[src/logic/harness_defs.svh]
`ifndef HARNESS_DEFS_SVH
`define HARNESS_DEFS_SVH

// Memory geometry
`define MEM_WORDS 1024

// Word index width, log2 of MEM_WORDS
`define MEM_IDX_BITS 10

// Edges of core reset after the host hold drops
`define CORE_RESET_CYCLES 16

`endif

[src/logic/harness_pkg.sv]
`default_nettype none

package harness_pkg;

    // Bus payload widths
    typedef logic [31:0] word_t;   // Data or instruction word
    typedef logic [31:0] addr_t;   // Byte address, low two bits zero
    typedef logic [3:0]  strb_t;   // Bit n enables byte n

    // Core reset sequencing
    typedef enum logic [1:0] {
        HOLD,    // Host keeps the core in reset
        COUNT,   // Counting down after host release
        RUN      // Core released
    } rst_state_t;

endpackage

`default_nettype wire

[src/logic/core_reset_gen.sv]
`timescale 1ns/100ps
`default_nettype none
`include "harness_defs.svh"

module core_reset_gen
    import harness_pkg::*;
(
    input  logic clk_core,
    input  logic arst_n_i,
    input  logic host_hold_i,
    output logic core_rst_o
);

    localparam int CNT_W = $clog2(`CORE_RESET_CYCLES + 1);

    rst_state_t       state;
    logic [CNT_W-1:0] cnt;     // Edges left before release

    always_ff @(posedge clk_core or negedge arst_n_i) begin
        if (!arst_n_i) begin
            state      <= HOLD;
            cnt        <= '0;
            core_rst_o <= 1'b1;
        end else if (host_hold_i) begin
            state      <= HOLD;   // Host took the core back
            cnt        <= '0;
            core_rst_o <= 1'b1;
        end else begin
            case (state)
                HOLD: begin
                    // First edge with hold low counts as one
                    state <= COUNT;
                    cnt   <= CNT_W'(`CORE_RESET_CYCLES - 1);
                end
                COUNT: begin
                    if (cnt == CNT_W'(1)) begin
                        state      <= RUN;
                        core_rst_o <= 1'b0;
                    end
                    cnt <= cnt - CNT_W'(1);
                end
                default: begin
                    state <= RUN;
                end
            endcase
        end
    end

    // Core never runs outside RUN
    a_rst_until_run: assert property (@(posedge clk_core) disable iff (!arst_n_i)
        (state != RUN) |-> core_rst_o);

endmodule

`default_nettype wire

[config.mk]
export PLATFORM = sky130hd
export DESIGN_NAME = core_reset_gen
export DESIGN_NICKNAME = d
export VERILOG_FILES = /design/src/logic/harness_pkg.sv /design/src/logic/core_reset_gen.sv
export VERILOG_INCLUDE_DIRS = /design/src /design/src/logic
export SDC_FILE = /design/constraint.sdc
export NUM_CORES = 1
export LEC_CHECK = 0
export BUFFER_PORTS_ARGS = -buffer_cell sky130_fd_sc_hd__buf_4
export CAP_MARGIN = 10
export CORE_AREA = 4 4 41 43
export CTS_CLUSTER_DIAMETER = 60
export CTS_CLUSTER_SIZE = 8
export DETAILED_ROUTE_END_ITERATION = 16
export DIE_AREA = 0 0 45 47
export PLACE_DENSITY_LB_ADDON = 0.2
export SETUP_SLACK_MARGIN = 0.02
export SLEW_MARGIN = 20
export SYNTH_ARGS = -nofsm -noshare
export SYNTH_HDL_FRONTEND = slang
export SYNTH_SLANG_ARGS = --single-unit
export TNS_END_PERCENT = 20
[constraint.sdc]
create_clock -name clk_core -period 2.3 [get_ports clk_core]
set_input_delay 0.115 -clock clk_core [delete_from_list [all_inputs] [get_ports clk_core]]
set_output_delay 0.115 -clock clk_core [all_outputs]
set_load 0.03 [all_outputs]
==> results.sh <==
export IMPL_yosysSeqAreaShare=0.491
export IMPL_port_buffers=3
export IMPL_final_core_util=0.363
export IMPL_reg2reg_depth=5
export IMPL_max_stage_delay_ns=0.43
export IMPL_synth_nets=47
export IMPL_status="finished, final reports clean"
export IMPL_r2r_setup_slack_ns=0.70
export IMPL_wl_microns=822
export IMPL_synth_xor_area_share=0
export IMPL_cts_hold_buf=1
export IMPL_p_sw_frac=0.278
export IMPL_r2r_end="cnt[4]"
export IMPL_overflow=0
export IMPL_ctsLongestPathBuffers=2
export IMPL_postCtsSetupBuffers=0
export IMPL_routed_via_density=5.14
export IMPL_setup_viol=0
export IMPL_wl_per_cell_microns=13.0
export IMPL_die_area_sq_um=2120
export IMPL_netlist_area_sq_um=410
export IMPL_first_iter_violations=5
export IMPL_final_nets=54
export IMPL_critPathCaptureType="flip-flop"
export IMPL_internal_power_uw=249
export IMPL_hold_viol_final=0
export IMPL_grt_max_degree=10
export IMPL_synth_simple_gate_area_frac=0.195
export IMPL_synth_top_family_by_area="simple AND/OR/NAND/NOR gates"
export IMPL_clockPowerShare=0.332
export IMPL_p_per_area_nw_per_um2=728
export IMPL_tns_ns=0
export IMPL_hp_start="host_hold_i"
export IMPL_post_route_period_util=0.696
export IMPL_first_pass_iters=4
export IMPL_synth_cell_type_count=21
export IMPL_worst_pin_slew_ns=0.421
export IMPL_rows=13
export IMPL_cp_max_fo=6
export IMPL_n_fill_cell=149
export IMPL_antenna_found_initial=0
export IMPL_root_buffer="clkbuf_4"
export IMPL_synthMuxAreaShare=0
export IMPL_combPwrFrac=0.168
export IMPL_multi_input_area_sq_um=179
export IMPL_yosys_area_share_adder=0.0610
export IMPL_syn_to_final_growth_pct=15.2
export IMPL_start_util=0.315
export IMPL_drive_gt1_frac=0.167
export IMPL_antenna_left=0
export IMPL_grt_pass1_vias=356
export IMPL_p_leak_nw=0.204
export IMPL_h_tree_depth=1
export IMPL_worstSkewPairLatency_ns=0.25
export IMPL_drv_slew=0
export IMPL_cts_tree="yes"
export IMPL_route_detailed_drc=0
export IMPL_hold_path_end="cnt[4]"
export IMPL_seq_power_share=0.499
export IMPL_start_kind="flip-flop"
export IMPL_max_cap_violations=0
export IMPL_worstPathArrival_ns=1.78
export IMPL_post_cts_resized=0
export IMPL_numCtsBuffers=3
export IMPL_slew_headroom=0.716
export IMPL_cp_cell_sequence="inv_1 > ha_1 > or3b_1 > or3_1 > a31oi_1"
export IMPL_fmax_mhz=624
export IMPL_syn_instance_count=42
export IMPL_cts_sinks=8
export IMPL_avgSynthCellArea_sq_um=9.77
export IMPL_grt_pass1_wl_microns=1430
export IMPL_holdPathStages=2
export IMPL_num_antenna_cells=0
export IMPL_critPathKind="flip-flop to flip-flop"
export IMPL_finalClockSkew_ns=0.00997
export IMPL_gp_congestion=0.827
export IMPL_grtUsageTotal=0.0947
export IMPL_die_w_microns=45
export IMPL_boundaryPins=4
export IMPL_min_path_type="input port to flip-flop"
export IMPL_min_period_ns=1.60
export IMPL_slowest_stage="dfrtp_1"
export IMPL_dr_total_vias=324
export IMPL_netSwitchingPower_uw=95.7
export IMPL_layout_commonest_cell="dfrtp_1"
export IMPL_core_area_sq_um=1300
export IMPL_synth_warnings=0
export IMPL_required_ns=2.48
export IMPL_place_hpwl_microns=608
export IMPL_final_cell_mix="dfrtp_1, a21oi_1, inv_1, nor2_1"
export IMPL_path_clk_slew_ns=0.06
export IMPL_synth_seq_cells=8
export IMPL_rsz0062_at_grt="no"
export IMPL_hold_slack_ns=0.0860
export IMPL_timing_rr_start="cnt[0]"
export IMPL_dieHeight_microns=47
export IMPL_irDropWorstVdd_v=0.000306
export IMPL_synth_compound_area_frac=0.180
export IMPL_final_seq_area_sq_um=201
## Yosys cell counts
master    n  area share
nand2_1   2       0.018
o31ai_1   1       0.018
clkbuf_4  1       0.018
dfstp_2   1       0.064
dfrtp_1   7        0.43
nor2b_1   2       0.030
a21oi_1   6       0.073
buf_4     1       0.018
nor4b_1   1       0.021
ha_1      2       0.061
or3b_1    1       0.021
or3_1     1       0.015
a21o_1    1       0.018
o21a_1    1       0.018
a311oi_1  1       0.021
nor2_1    4       0.037
nand3_1   1       0.012
a31oi_1   2       0.030
inv_1     4       0.037
or2b_4    1       0.027
nor3_1    1       0.012
## state kept, by name (all words and copies together) (netlist names)
name	count
state	2
core_rst_o	1
cnt	5
## worst max-delay path by stage
stage	start	endpoint	slack, ns	depth (start not counted)
detailed placement	cnt[0]	cnt[4]	0.69	5
floorplan	cnt[0]	cnt[4]	0.79	5
finish	cnt[0]	cnt[4]	0.70	5
global route	cnt[0]	cnt[4]	0.60	5
CTS	cnt[0]	cnt[4]	0.69	5
global placement	cnt[0]	cnt[4]	0.75	5
## layout make-up
class / instances / area share
flip-flops and latches: 8 / 0.426
multi-input cells: 28 / 0.378
repair buffers: 4 / 0.0688
inverters: 4 / 0.0317
well taps: 15 / 0.0397
clock buffers: 4 / 0.0556
## kinds of logic (layout without fill, tap and decap cells)
family,after synthesis,after routing
AND/OR/NAND/NOR,14,14
flip-flops,8,8
adder cells (fa/ha/maj),2,2
AO/OA/AOI/OAI,12,12
buffers and inverters,6,12
## stage by stage
| step | cells | power, mW | cell area [sq um] | setup WS (ns) |
|---|---|---|---|---|
| after floorplan | 42 | 0.212 | 410 | 0.791 |
| after global placement | 58 | 0.225 | 437 | 0.752 |
| after detailed placement | 58 | 0.230 | 437 | 0.693 |
| after CTS | 63 | 0.348 | 473 | 0.688 |
| after global routing | 63 | 0.367 | 473 | 0.604 |
| final | 63 | 0.345 | 473 | 0.698 |
## worst max-delay path, delay by kind of cell, from the launching register on
family / cells / cell delay [ns]
fa+ha+maj: 1 / 0.17
simple gates: 2 / 0.68
flops: 1 / 0.43
compound gates: 1 / 0.16
buf+inv: 1 / 0.09
## power groups by stage
stage / combinational (mW) / sequential, mW / clock [mW]
after floorplan: 0.0425 / 0.170 / 0
after global placement: 0.0520 / 0.173 / 0
after detailed placement: 0.0567 / 0.174 / 0
after CTS: 0.0585 / 0.172 / 0.118
after global routing: 0.0661 / 0.174 / 0.127
final: 0.0579 / 0.172 / 0.115
## per-layer routing
metal	wire length [microns]	vias up	track usage
met2	438	6	0.167
met5	0	-	0
met4	0	0	0.0351
met1	350	162	0.105
li1	-	156	-
met3	33	0	0.0345
No activity file was read; power rests on OpenSTA's default activity.
