===== src/logic/harness_defs.svh =====
`ifndef HARNESS_DEFS_SVH
`define HARNESS_DEFS_SVH

// Memory geometry
`define MEM_WORDS 1024

// Word index width, log2 of MEM_WORDS
`define MEM_IDX_BITS 10

// Edges of core reset after the host hold drops
`define CORE_RESET_CYCLES 16

`endif


===== src/logic/harness_pkg.sv =====
`default_nettype none

package harness_pkg;

    // Bus payload widths
    typedef logic [31:0] word_t;   // Data or instruction word
    typedef logic [31:0] addr_t;   // Byte address, low two bits zero
    typedef logic [3:0]  strb_t;   // Bit n enables byte n

    // Core reset sequencing
    typedef enum logic [1:0] {
        HOLD,    // Host keeps the core in reset
        COUNT,   // Counting down after host release
        RUN      // Core released
    } rst_state_t;

endpackage

`default_nettype wire


===== src/logic/wb_if.sv =====
`timescale 1ns/100ps
`default_nettype none

interface wb_if
    import harness_pkg::*;
();

    logic  cyc;
    logic  stb;
    logic  we;     // High for write cycles
    addr_t adr;
    strb_t sel;
    word_t dat_w;
    word_t dat_r;
    logic  ack;    // One cycle per transfer

    modport master (
        output cyc,
        output stb,
        output we,
        output adr,
        output sel,
        output dat_w,
        input  dat_r,
        input  ack
    );

    modport slave (
        input  cyc,
        input  stb,
        input  we,
        input  adr,
        input  sel,
        input  dat_w,
        output dat_r,
        output ack
    );

endinterface

`default_nettype wire


===== src/logic/fetch_bridge.sv =====
`timescale 1ns/100ps
`default_nettype none

module fetch_bridge
    import harness_pkg::*;
(
    input  logic  clk_core,
    input  logic  arst_n_i,
    input  logic  req_valid_i,
    output logic  req_ready_o,
    input  addr_t addr_i,
    output logic  rsp_valid_o,
    input  logic  rsp_ready_i,
    output word_t instr_o,
    wb_if.master  bus
);

    typedef enum logic [1:0] {
        IDLE,
        BUSY,
        RESP
    } fetch_state_t;

    fetch_state_t state;
    addr_t        adr_q;   // Fetch address under way

    assign req_ready_o = (state == IDLE);
    assign rsp_valid_o = (state == RESP);

    // Read-only master, whole words
    assign bus.cyc   = (state == BUSY);
    assign bus.stb   = (state == BUSY);
    assign bus.we    = 1'b0;
    assign bus.sel   = '1;
    assign bus.adr   = adr_q;
    assign bus.dat_w = '0;

    always_ff @(posedge clk_core or negedge arst_n_i) begin
        if (!arst_n_i) begin
            state <= IDLE;
        end else begin
            case (state)
                IDLE: if (req_valid_i) state <= BUSY;
                BUSY: if (bus.ack) state <= RESP;      // Drop stb on the ack edge
                RESP: if (rsp_ready_i) state <= IDLE;
                default: state <= IDLE;
            endcase
        end
    end

    always_ff @(posedge clk_core) begin
        if (req_valid_i && req_ready_o) begin
            adr_q <= addr_i;
        end
        if ((state == BUSY) && bus.ack) begin
            instr_o <= bus.dat_r;   // Held through RESP
        end
    end

    a_fetch_aligned: assert property (@(posedge clk_core) disable iff (!arst_n_i)
        (req_valid_i && req_ready_o) |-> (addr_i[1:0] == 2'b00));

endmodule

`default_nettype wire


===== src/flat_wrapper.sv =====
// flat-port wrapper written by rule: the top's interface ports become plain ports
module fetch_bridge_flat import harness_pkg::*;
  (clk_core, arst_n_i, req_valid_i, req_ready_o, addr_i, rsp_valid_o, rsp_ready_i, instr_o, bus_cyc, bus_stb, bus_we, bus_adr, bus_sel, bus_dat_w, bus_dat_r, bus_ack);
  wb_if bus_i ();
  input  logic clk_core;
  input  logic arst_n_i;
  input  logic req_valid_i;
  output logic req_ready_o;
  input  addr_t addr_i;
  output logic rsp_valid_o;
  input  logic rsp_ready_i;
  output word_t instr_o;
  output wire logic [$bits(bus_i.cyc)-1:0] bus_cyc;
  output wire logic [$bits(bus_i.stb)-1:0] bus_stb;
  output wire logic [$bits(bus_i.we)-1:0] bus_we;
  output wire logic [$bits(bus_i.adr)-1:0] bus_adr;
  output wire logic [$bits(bus_i.sel)-1:0] bus_sel;
  output wire logic [$bits(bus_i.dat_w)-1:0] bus_dat_w;
  input wire logic [$bits(bus_i.dat_r)-1:0] bus_dat_r;
  input wire logic [$bits(bus_i.ack)-1:0] bus_ack;
  assign bus_cyc = bus_i.cyc;
  assign bus_stb = bus_i.stb;
  assign bus_we = bus_i.we;
  assign bus_adr = bus_i.adr;
  assign bus_sel = bus_i.sel;
  assign bus_dat_w = bus_i.dat_w;
  assign bus_i.dat_r = bus_dat_r;
  assign bus_i.ack = bus_ack;
  fetch_bridge u_core (.clk_core(clk_core), .arst_n_i(arst_n_i), .req_valid_i(req_valid_i), .req_ready_o(req_ready_o), .addr_i(addr_i), .rsp_valid_o(rsp_valid_o), .rsp_ready_i(rsp_ready_i), .instr_o(instr_o), .bus(bus_i));
endmodule

===== config.mk =====
export PLATFORM = sky130hd
export DESIGN_NAME = fetch_bridge_flat
export DESIGN_NICKNAME = d
export VERILOG_FILES = /design/src/logic/harness_defs.svh /design/src/logic/harness_pkg.sv /design/src/logic/wb_if.sv /design/src/logic/fetch_bridge.sv /design/src/flat_wrapper.sv
export SDC_FILE = /design/constraint.sdc
export NUM_CORES = 1
export LEC_CHECK = 0
export ABC_AREA = 1
export BUFFER_PORTS_ARGS = -buffer_cell sky130_fd_sc_hd__buf_4
export CAP_MARGIN = 20
export CORE_ASPECT_RATIO = 0.7
export CORE_MARGIN = 2
export CORE_UTILIZATION = 29
export DETAILED_ROUTE_END_ITERATION = 6
export PLACE_DENSITY = 0.61
export REMOVE_ABC_BUFFERS = 1
export SYNTH_ARGS = -nofsm -noshare
export SYNTH_HDL_FRONTEND = slang
export SYNTH_SLANG_ARGS = --single-unit

===== constraint.sdc =====
create_clock -name clk_core -period 5.5 [get_ports clk_core]
set_clock_uncertainty 0.15 [all_clocks]
set_input_delay 0.55 -clock clk_core [delete_from_list [all_inputs] [get_ports clk_core]]
set_output_delay 0.55 -clock clk_core [all_outputs]
set_load 0.03 [all_outputs]

==> flow_summary.toml <==
[outcome]
run_status = "finished clean"

[global_route]
antenna_violations_before_repair = 0
grt_use_total_pct = 10.9
pin_count_of_the_biggest_net_entering_global_routing = 33
globalRouteOverflowTotal = 0
first_global_vias = 1340
first_pass_grt_wire_length_mm = 7.04

[floorplanning]
initial_utilization_pct = 29.8
num_rows = 27
core_area_sq_mm = 0.00784
floorplan.die_area_sq_mm = 0.00880
design.portCount = 174
die_width_um = 111
floorplan.die.height_um = 79.1

[cells_and_area]
layout_common_cells = "136 x buf_4, 64 x edfxtp_1, 37 x conb_1, 9 x clkbuf_16, 7 x inv_1"
finalNetCount = 338
syn2layout_area_growth_pct = 57.9
final_layout_size_suffix_gt1_share_pct = 56.9
insertedDiodeCount = 0
layout.cells.most_common = "buf_4"
finish.cell_count_without_fillers = 375

[synth]
post_synth_num_cell_types = 10
synth-seq-area-share_pct = 84.4
share_of_the_synthesized_area_in_the_top_cell_type_pct = 82.3
avgSynthCellArea_sq_um = 19.1
synth.top_cells.by_area = "edfxtp_1 82%, buf_4 12%, dfrtp_1 2.1%"
ys_seq_elements = 66
ys_warn_count = 0
post_synth_inst_count = 122
synth_top_area_cell = "edfxtp_1"
synth_area_sq_mm = 0.00234

[clock_network]
cts_resizes = 0
worstSkewPairLatency_ns = 0.32
cts-root-buf = "clkbuf_16"
tritoncts_num_sinks = 66
tritoncts_clock_tree = "yes"
max-clock-path-buffers = 2
clock_tree.htree_level_count = 3
tritoncts.num_buffers = 9
worst_setup_hold_path_clk_slew_ns = 0.06

[route]
postRouteWirelength_mm = 4.84
detailedRoute.firstPassIterationCount = 4
route.antenna.remaining_nets = 0
post_drt_wl_per_cell_um = 12.9
route.detailed.drc = 0
vias = 1380
dr.first_iter.drc_count = 24
drt-vias-per-instance = 3.68

[timing]
rsz0062_at_grt = "no"
clock_period_minus_final_worst_setup_slack_ns = 1.83
fmaxAchievable_ghz = 0.547
timing.setup.tns_ns = 0
timing_hold_violations_final = 0
fin_crit_sh_pct = 33.2
setup_ws_ns = 3.67
fin_worst_hold_slack_ns = 0.254
drv_slew = 0
setup_viol = 0

[place]
dpl.hpwl_mm = 3.67
buffer_ports.inserted = 136
dp_cells = 357
place_ws_ns = 3.33
gp_congestion = 0.684

[power]
post-layout-total-power_uw = 1800
pwr_density_cell_mw_per_mm2 = 487
p_leak_uw = 0.00163
ir_drop_uv = 205

[worst_setup_path]
worst_r2r_startpoint = "u_core.state[1]"
worstSetupPathType = "flip-flop to output port"
cp_data_required_time_ns = 4.80
critical_path_fanouts_max = 4
worst-endpoint-arrival_ns = 1.13
cp-startpoint = "u_core.state[1]"
critPathCaptureType = "output port"
startpoint_type = "flip-flop"

[job]
max-cap-violations = 0

[min_path]
class_of_the_tightest_hold_or_removal_check = "input pin to flip-flop"
worst_min_delay_path_startpoint = "addr_i[1]"
-- cell usage after synthesis --
cell and n:
dfrtp_1 2, nand2_2 2, nor2_1 1, nand3_1 3
inv_1 7, buf_4 38, nor2_2 1, conb_1 2
edfxtp_1 64, nand2_1 2
-- per-stage QoR --
step / area (sq um) / utilization, %
after global routing: 3690 / 47.1
after CTS: 3660 / 46.7
final: 3690 / 47.1
after detailed placement: 3360 / 42.8
after floorplan: 2180 / -
after global placement: 3330 / 42.5
-- sequential cells by signal (all words and copies together) (netlist names) --
signal	flops
u_core.instr_o	32
u_core.state	2
u_core.bus.adr	32
-- timing repair --
action / 4_1_cts / 5_1_grt
buffers inserted: 0 / 0
endpoints found under the setup margin: 0 / 0
hold buffers: 1 / 0
endpoints found under the hold margin: 2 / 0
-- layer usage --
metal | up-vias | track usage [%] | share of wire, %
met3 | 6 | 4.58 | 9.3
met5 | - | 0 | 0
met1 | 641 | 12.9 | 40
met2 | 86 | 17.1 | 49
li1 | 647 | - | -
met4 | 0 | 5.56 | 1.6
-- kinds of logic after synthesis --
group	synth area share [%]
buf+inv	13.3
flops	84.4
other cells	0.321
simple gates	1.93
-- final timing paths --
path | endpoint | slack (ns) | cells past startpoint
worst min-delay path | u_core.bus.adr[1] | 0.25 | 1
worst min register to register | u_core.state[1] | 0.40 | 2
worst max-delay path | bus_cyc | 3.67 | 4
min in group asynchronous | u_core.state[1] | 0.40 | 2
worst max register to register | u_core.instr_o[13] | 3.90 | 4
max in group asynchronous | u_core.state[0] | 4.71 | 2
-- critical path, cell delays in order, from the launching register on --
cell and delay, ns:
dfrtp_1 0.40, inv_1 0.12, nand2_1 0.06, inv_1 0.07
buf_4 0.15
-- where the power goes --
part | leakage, uW | internal, uW | switching, uW | total (uW)
Sequential | 0.000621 | 679 | 31.9 | 711
Clock | 0.000143 | 349 | 201 | 550
Combinational | 0.000867 | 183 | 353 | 536
Total | 0.00163 | 1210 | 586 | 1800
-- area by class of cell --
class | instances | area [sq um]
inverter | 7 | 26.3
clock inverter | 7 | 68.8
fill | 701 | 4150
tap | 101 | 126
multi-input combinational | 46 | 184
sequential | 66 | 1970
clock buffer | 9 | 225
timing repair buffer | 139 | 1090
(Power assumes the default switching activity.)
