File: config.mk
export PLATFORM = sky130hd
export DESIGN_NAME = data_bridge_flat
export DESIGN_NICKNAME = d
export VERILOG_FILES = /design/src/logic/harness_defs.svh /design/src/logic/harness_pkg.sv /design/src/logic/wb_if.sv /design/src/logic/data_bridge.sv /design/src/flat_wrapper.sv
export SDC_FILE = /design/constraint.sdc
export NUM_CORES = 1
export LEC_CHECK = 0
export ABC_AREA = 0
export BUFFER_PORTS_ARGS = -buffer_cell sky130_fd_sc_hd__clkbuf_2
export CAP_MARGIN = 20
export CORE_MARGIN = 10
export CORE_UTILIZATION = 37
export DETAILED_ROUTE_END_ITERATION = 6
export GPL_ROUTABILITY_DRIVEN = 0
export PLACE_DENSITY_LB_ADDON = 0.1
export REMOVE_ABC_BUFFERS = 1
export SYNTH_ARGS = -nofsm -noshare
export SYNTH_HDL_FRONTEND = slang
export SYNTH_SLANG_ARGS = --single-unit
export TNS_END_PERCENT = 30
File: constraint.sdc
create_clock -name clk_core -period 2.6 [get_ports clk_core]
set_clock_uncertainty 0.2 [all_clocks]
set_input_delay 0.52 -clock clk_core [delete_from_list [all_inputs] [get_ports clk_core]]
set_output_delay 0.52 -clock clk_core [all_outputs]
set_load 0.02 [all_outputs]
File: src/logic/harness_defs.svh
`ifndef HARNESS_DEFS_SVH
`define HARNESS_DEFS_SVH

// Memory geometry
`define MEM_WORDS 1024

// Word index width, log2 of MEM_WORDS
`define MEM_IDX_BITS 10

// Edges of core reset after the host hold drops
`define CORE_RESET_CYCLES 16

`endif

File: src/logic/harness_pkg.sv
`default_nettype none

package harness_pkg;

    // Bus payload widths
    typedef logic [31:0] word_t;   // Data or instruction word
    typedef logic [31:0] addr_t;   // Byte address, low two bits zero
    typedef logic [3:0]  strb_t;   // Bit n enables byte n

    // Core reset sequencing
    typedef enum logic [1:0] {
        HOLD,    // Host keeps the core in reset
        COUNT,   // Counting down after host release
        RUN      // Core released
    } rst_state_t;

endpackage

`default_nettype wire

File: src/logic/wb_if.sv
`timescale 1ns/100ps
`default_nettype none

interface wb_if
    import harness_pkg::*;
();

    logic  cyc;
    logic  stb;
    logic  we;     // High for write cycles
    addr_t adr;
    strb_t sel;
    word_t dat_w;
    word_t dat_r;
    logic  ack;    // One cycle per transfer

    modport master (
        output cyc,
        output stb,
        output we,
        output adr,
        output sel,
        output dat_w,
        input  dat_r,
        input  ack
    );

    modport slave (
        input  cyc,
        input  stb,
        input  we,
        input  adr,
        input  sel,
        input  dat_w,
        output dat_r,
        output ack
    );

endinterface

`default_nettype wire

File: src/logic/data_bridge.sv
`timescale 1ns/100ps
`default_nettype none

module data_bridge
    import harness_pkg::*;
(
    input  logic  clk_core,
    input  logic  arst_n_i,
    input  logic  req_valid_i,
    output logic  req_ready_o,
    input  addr_t addr_i,
    input  strb_t wstrb_i,
    input  word_t wdata_i,
    output logic  rsp_valid_o,
    input  logic  rsp_ready_i,
    output word_t rdata_o,
    wb_if.master  bus
);

    typedef enum logic [1:0] {
        IDLE,
        BUSY,
        RESP
    } data_state_t;

    data_state_t state;
    addr_t       adr_q;
    logic        we_q;
    strb_t       sel_q;
    word_t       dat_w_q;
    logic        is_store;

    assign is_store = |wstrb_i;   // All-zero strobe is a load

    assign req_ready_o = (state == IDLE);
    assign rsp_valid_o = (state == RESP);

    assign bus.cyc   = (state == BUSY);
    assign bus.stb   = (state == BUSY);
    assign bus.we    = we_q;
    assign bus.sel   = sel_q;
    assign bus.adr   = adr_q;
    assign bus.dat_w = dat_w_q;

    always_ff @(posedge clk_core or negedge arst_n_i) begin
        if (!arst_n_i) begin
            state <= IDLE;
        end else begin
            case (state)
                IDLE: if (req_valid_i) state <= BUSY;
                BUSY: if (bus.ack) state <= RESP;
                RESP: if (rsp_ready_i) state <= IDLE;   // Holds under back-pressure
                default: state <= IDLE;
            endcase
        end
    end

    always_ff @(posedge clk_core) begin
        if (req_valid_i && req_ready_o) begin
            adr_q   <= addr_i;
            we_q    <= is_store;
            sel_q   <= is_store ? wstrb_i : '1;   // Loads read the whole word
            dat_w_q <= wdata_i;
        end
        // Stores get the old word back
        if ((state == BUSY) && bus.ack) begin
            rdata_o <= bus.dat_r;
        end
    end

    a_adr_stable: assert property (@(posedge clk_core) disable iff (!arst_n_i)
        (bus.stb && !bus.ack) |=> $stable(bus.adr));

endmodule

`default_nettype wire

File: src/flat_wrapper.sv
// flat-port wrapper written by rule: the top's interface ports become plain ports
module data_bridge_flat import harness_pkg::*;
  (clk_core, arst_n_i, req_valid_i, req_ready_o, addr_i, wstrb_i, wdata_i, rsp_valid_o, rsp_ready_i, rdata_o, bus_cyc, bus_stb, bus_we, bus_adr, bus_sel, bus_dat_w, bus_dat_r, bus_ack);
  wb_if bus_i ();
  input  logic clk_core;
  input  logic arst_n_i;
  input  logic req_valid_i;
  output logic req_ready_o;
  input  addr_t addr_i;
  input  strb_t wstrb_i;
  input  word_t wdata_i;
  output logic rsp_valid_o;
  input  logic rsp_ready_i;
  output word_t rdata_o;
  output wire logic [$bits(bus_i.cyc)-1:0] bus_cyc;
  output wire logic [$bits(bus_i.stb)-1:0] bus_stb;
  output wire logic [$bits(bus_i.we)-1:0] bus_we;
  output wire logic [$bits(bus_i.adr)-1:0] bus_adr;
  output wire logic [$bits(bus_i.sel)-1:0] bus_sel;
  output wire logic [$bits(bus_i.dat_w)-1:0] bus_dat_w;
  input wire logic [$bits(bus_i.dat_r)-1:0] bus_dat_r;
  input wire logic [$bits(bus_i.ack)-1:0] bus_ack;
  assign bus_cyc = bus_i.cyc;
  assign bus_stb = bus_i.stb;
  assign bus_we = bus_i.we;
  assign bus_adr = bus_i.adr;
  assign bus_sel = bus_i.sel;
  assign bus_dat_w = bus_i.dat_w;
  assign bus_i.dat_r = bus_dat_r;
  assign bus_i.ack = bus_ack;
  data_bridge u_core (.clk_core(clk_core), .arst_n_i(arst_n_i), .req_valid_i(req_valid_i), .req_ready_o(req_ready_o), .addr_i(addr_i), .wstrb_i(wstrb_i), .wdata_i(wdata_i), .rsp_valid_o(rsp_valid_o), .rsp_ready_i(rsp_ready_i), .rdata_o(rdata_o), .bus(bus_i));
endmodule
==> summary.txt <==
Clocking
  – H-tree levels: 3
  – Post-cts sizing count: 0
  – Inserted Clock Buffers: 9
  – Worst-path clk slew: roughly 0.1 ns
  – Clk buf depth: 2
  – Clock Latency Late Sink: 0.35 ns
  – TritonCTS sink count: between 100 and 150
  – Post-CTS setup buffers: 0
  – CTS tree: yes
  – Clock root cell: clkbuf_8
  – CTS Hold Bufs: 1

STA
  – RSZ-0062 raised after global routing: false
  – Max_slew headroom: 0.726
  – Slew Limit Fails: 0
  – Min Tclk post-route: 1.87 ns
  – Hold Violations, Final: 0
  – Period utilisation layout: 0.719
  – Final setup violation count: 0
  – Slew @ Worst Pin: 0.412 ns
  – Fmax: 535 MHz

Critical path
  – Slowest CP cell: dfrtp_1
  – R2R cell count: 3
  – Crit path cell chain: nor2b_1 -> clkbuf_2
  – Worst path required time: 1.88 ns
  – Worst setup SP type: flop
  – WP data arrival: 1.15 ns
  – Critical-path maximum fanout: 6
  – Crit path capture type: output pin
  – R2r setup slk: 0.77 ns
  – Setup Crit Path Kind: flop to output pin
  – Critical Path Max Stage Delay: 0.42 ns

Yosys
  – Mean Syn Cell Area: 26.6 µm²
  – Ys Warns: 0
  – Gate Count Post-Synth: between 100 and 150
  – Xor/xnor share of the synthesized area: 0
  – Largest family of logic cells by synthesized area: simple AND/OR/NAND/NOR gates
  – Syn Std Cell Area: 3190 µm²
  – Mux contribution to synthesized area: 0
  – Sequential area share after synthesis: 0.966
  – Distinct cells, synth: 12
  – Compound-gate portion of the synthesized area: 0.0141
  – Yosys reg bits: 103
  – Area share of fa/ha/maj cells after synthesis: 0
  – Simple-gate area share of the yosys netlist: 0.0168

Layout
  – Fraction of layout cells with a size suffix above 1: 0.656
  – Area Growth Syn to Fin: 43.7%
  – FILL cells: 723
  – Most common cell after layout, fill and taps aside: clkbuf_2
  – Fin area: 4590 µm²
  – Nets@finish: 447
  – N_diodes: 0
  – Commonest cells after routing, fill and taps aside: 209 x clkbuf_2, 101 x edfxtp_1, 9 x clkbuf_8

Routing
  – Routed wire length per instance: about 19 µm
  – Vias: 1,939
  – ANT nets after route: 0
  – DRC: 0
  – Final WL: approximately 8600 µm
  – Initial DRC count: 68
  – Via density: between 4 and 5
  – Drt first pass iters: 5

Power
  – PD cells: roughly 960 nW/µm²
  – Leakage power: ~2 nW
  – VDD IR max: 0.509 mV
  – PnR Total Power: between 4 and 5 mW

Die
  – Site Rows: 33
  – I/O Pins: 210
  – Starting density of the core: 0.385
  – Horiz. Die Dim: 113 µm
  – CORE AREA: 8300 µm²
  – DIE AREA: 12,700 µm²
  – DIE HEIGHT: about 110 µm

Global routing
  – First-pass GRT wire length: between 10,000 and 15,000 µm
  – Initial antenna violation count: 0
  – Total Routing Usage GR: 0.128
  – Largest net degree at the start of global routing: 41
  – Vias in the first global route: 2,029
  – GR Overflow Total: 0

Place
  – IO Port Bufs: 209
  – Dpl cell area: ~4400 µm²
  – Post-detail-place hpwl: 6990 µm

Job
  – # Max-Cap Violations: 0

Hold path
  – Hold Path Stages: 1
  – Worst Hold Class: input port to flop

Status
  – Outcome: finished clean
-- cells in the mapped netlist --
library cell	number	share of area
edfxtp_1	101	0.95
o21bai_1	4	0.0094
or2_1	3	0.0059
dfrtp_1	2	0.016
nor2_1	2	0.0024
nor2b_1	2	0.0039
a211oi_1	1	0.0024
a21o_1	1	0.0024
and2_1	1	0.0020
and3b_1	1	0.0027
buf_4	1	0.0024
inv_1	1	0.0012
-- cell type report --
type                            instances  area (µm²)  area share
Clock buffer                            9         124      0.0270
Clock inverter                          6        61.3      0.0134
Inverter                                1        3.75    0.000818
Multi-Input combinational cell         15         101      0.0221
Sequential cell                       103        3080       0.672
Tap cell                              105         131      0.0286
Timing Repair Buffer                  212        1080       0.236
-- power by group --
group | total [mW] | internal, mW | switching (mW) | leakage, nW
logic | 1.10 | 0.312 | 0.786 | 0.936
clock network | 0.951 | 0.438 | 0.512 | 0.0953
registers | 2.34 | 2.25 | 0.0922 | 0.963
total | 4.39 | 3.00 | 1.39 | 1.99
-- metal layers --
metal	vias up	track usage	wire length, µm
met4	0	0.0398	84
li1	915	-	-
met3	9	0.0808	1070
met5	-	0	0
met1	901	0.118	2710
met2	114	0.226	4710
-- sequential cells by signal, summed over array words and instances (netlist names) --
name	flops
u_core.bus.adr	32
u_core.bus.dat_w	32
u_core.rdata_o	32
u_core.bus.sel	4
u_core.state	2
u_core.bus.we	1
-- metrics by stage --
step,setup WS (ns),hold WS [ns],TNS [ns],cells,util
after global routing,0.633,0.0929,0,451,0.553
after CTS,0.701,0.112,0,451,0.553
after floorplan,-0.458,0.0244,-31.57,119,-
after detailed placement,0.735,0.112,0,435,0.529
final,0.731,0.131,0,451,0.553
after global placement,0.757,0.109,0,435,0.529
-- worst paths after layout --
path | endpoint | from
max | bus_stb | u_core.state[0]
min | u_core.bus.dat_w[11] | wdata_i[11]
max reg2reg | u_core.bus.adr[17] | u_core.state[1]
min reg2reg | u_core.state[0] | u_core.state[1]
max in group asynchronous | u_core.state[1] | arst_n_i
min in group asynchronous | u_core.state[0] | arst_n_i
-- worst max-delay path: cells and delay by family, from the launching register on --
family / cells / cell delay [ns]
flip-flops: 1 / 0.42
buffers and inverters: 1 / 0.19
AND/OR/NAND/NOR: 1 / 0.19
-- cell families (layout without fill, tap and decap cells) --
family	count (synthesis)	in the layout
compound gates	6	6
buf+inv	2	228
flops	103	103
simple gates	9	9
No activity file was read; power rests on OpenSTA's default activity.
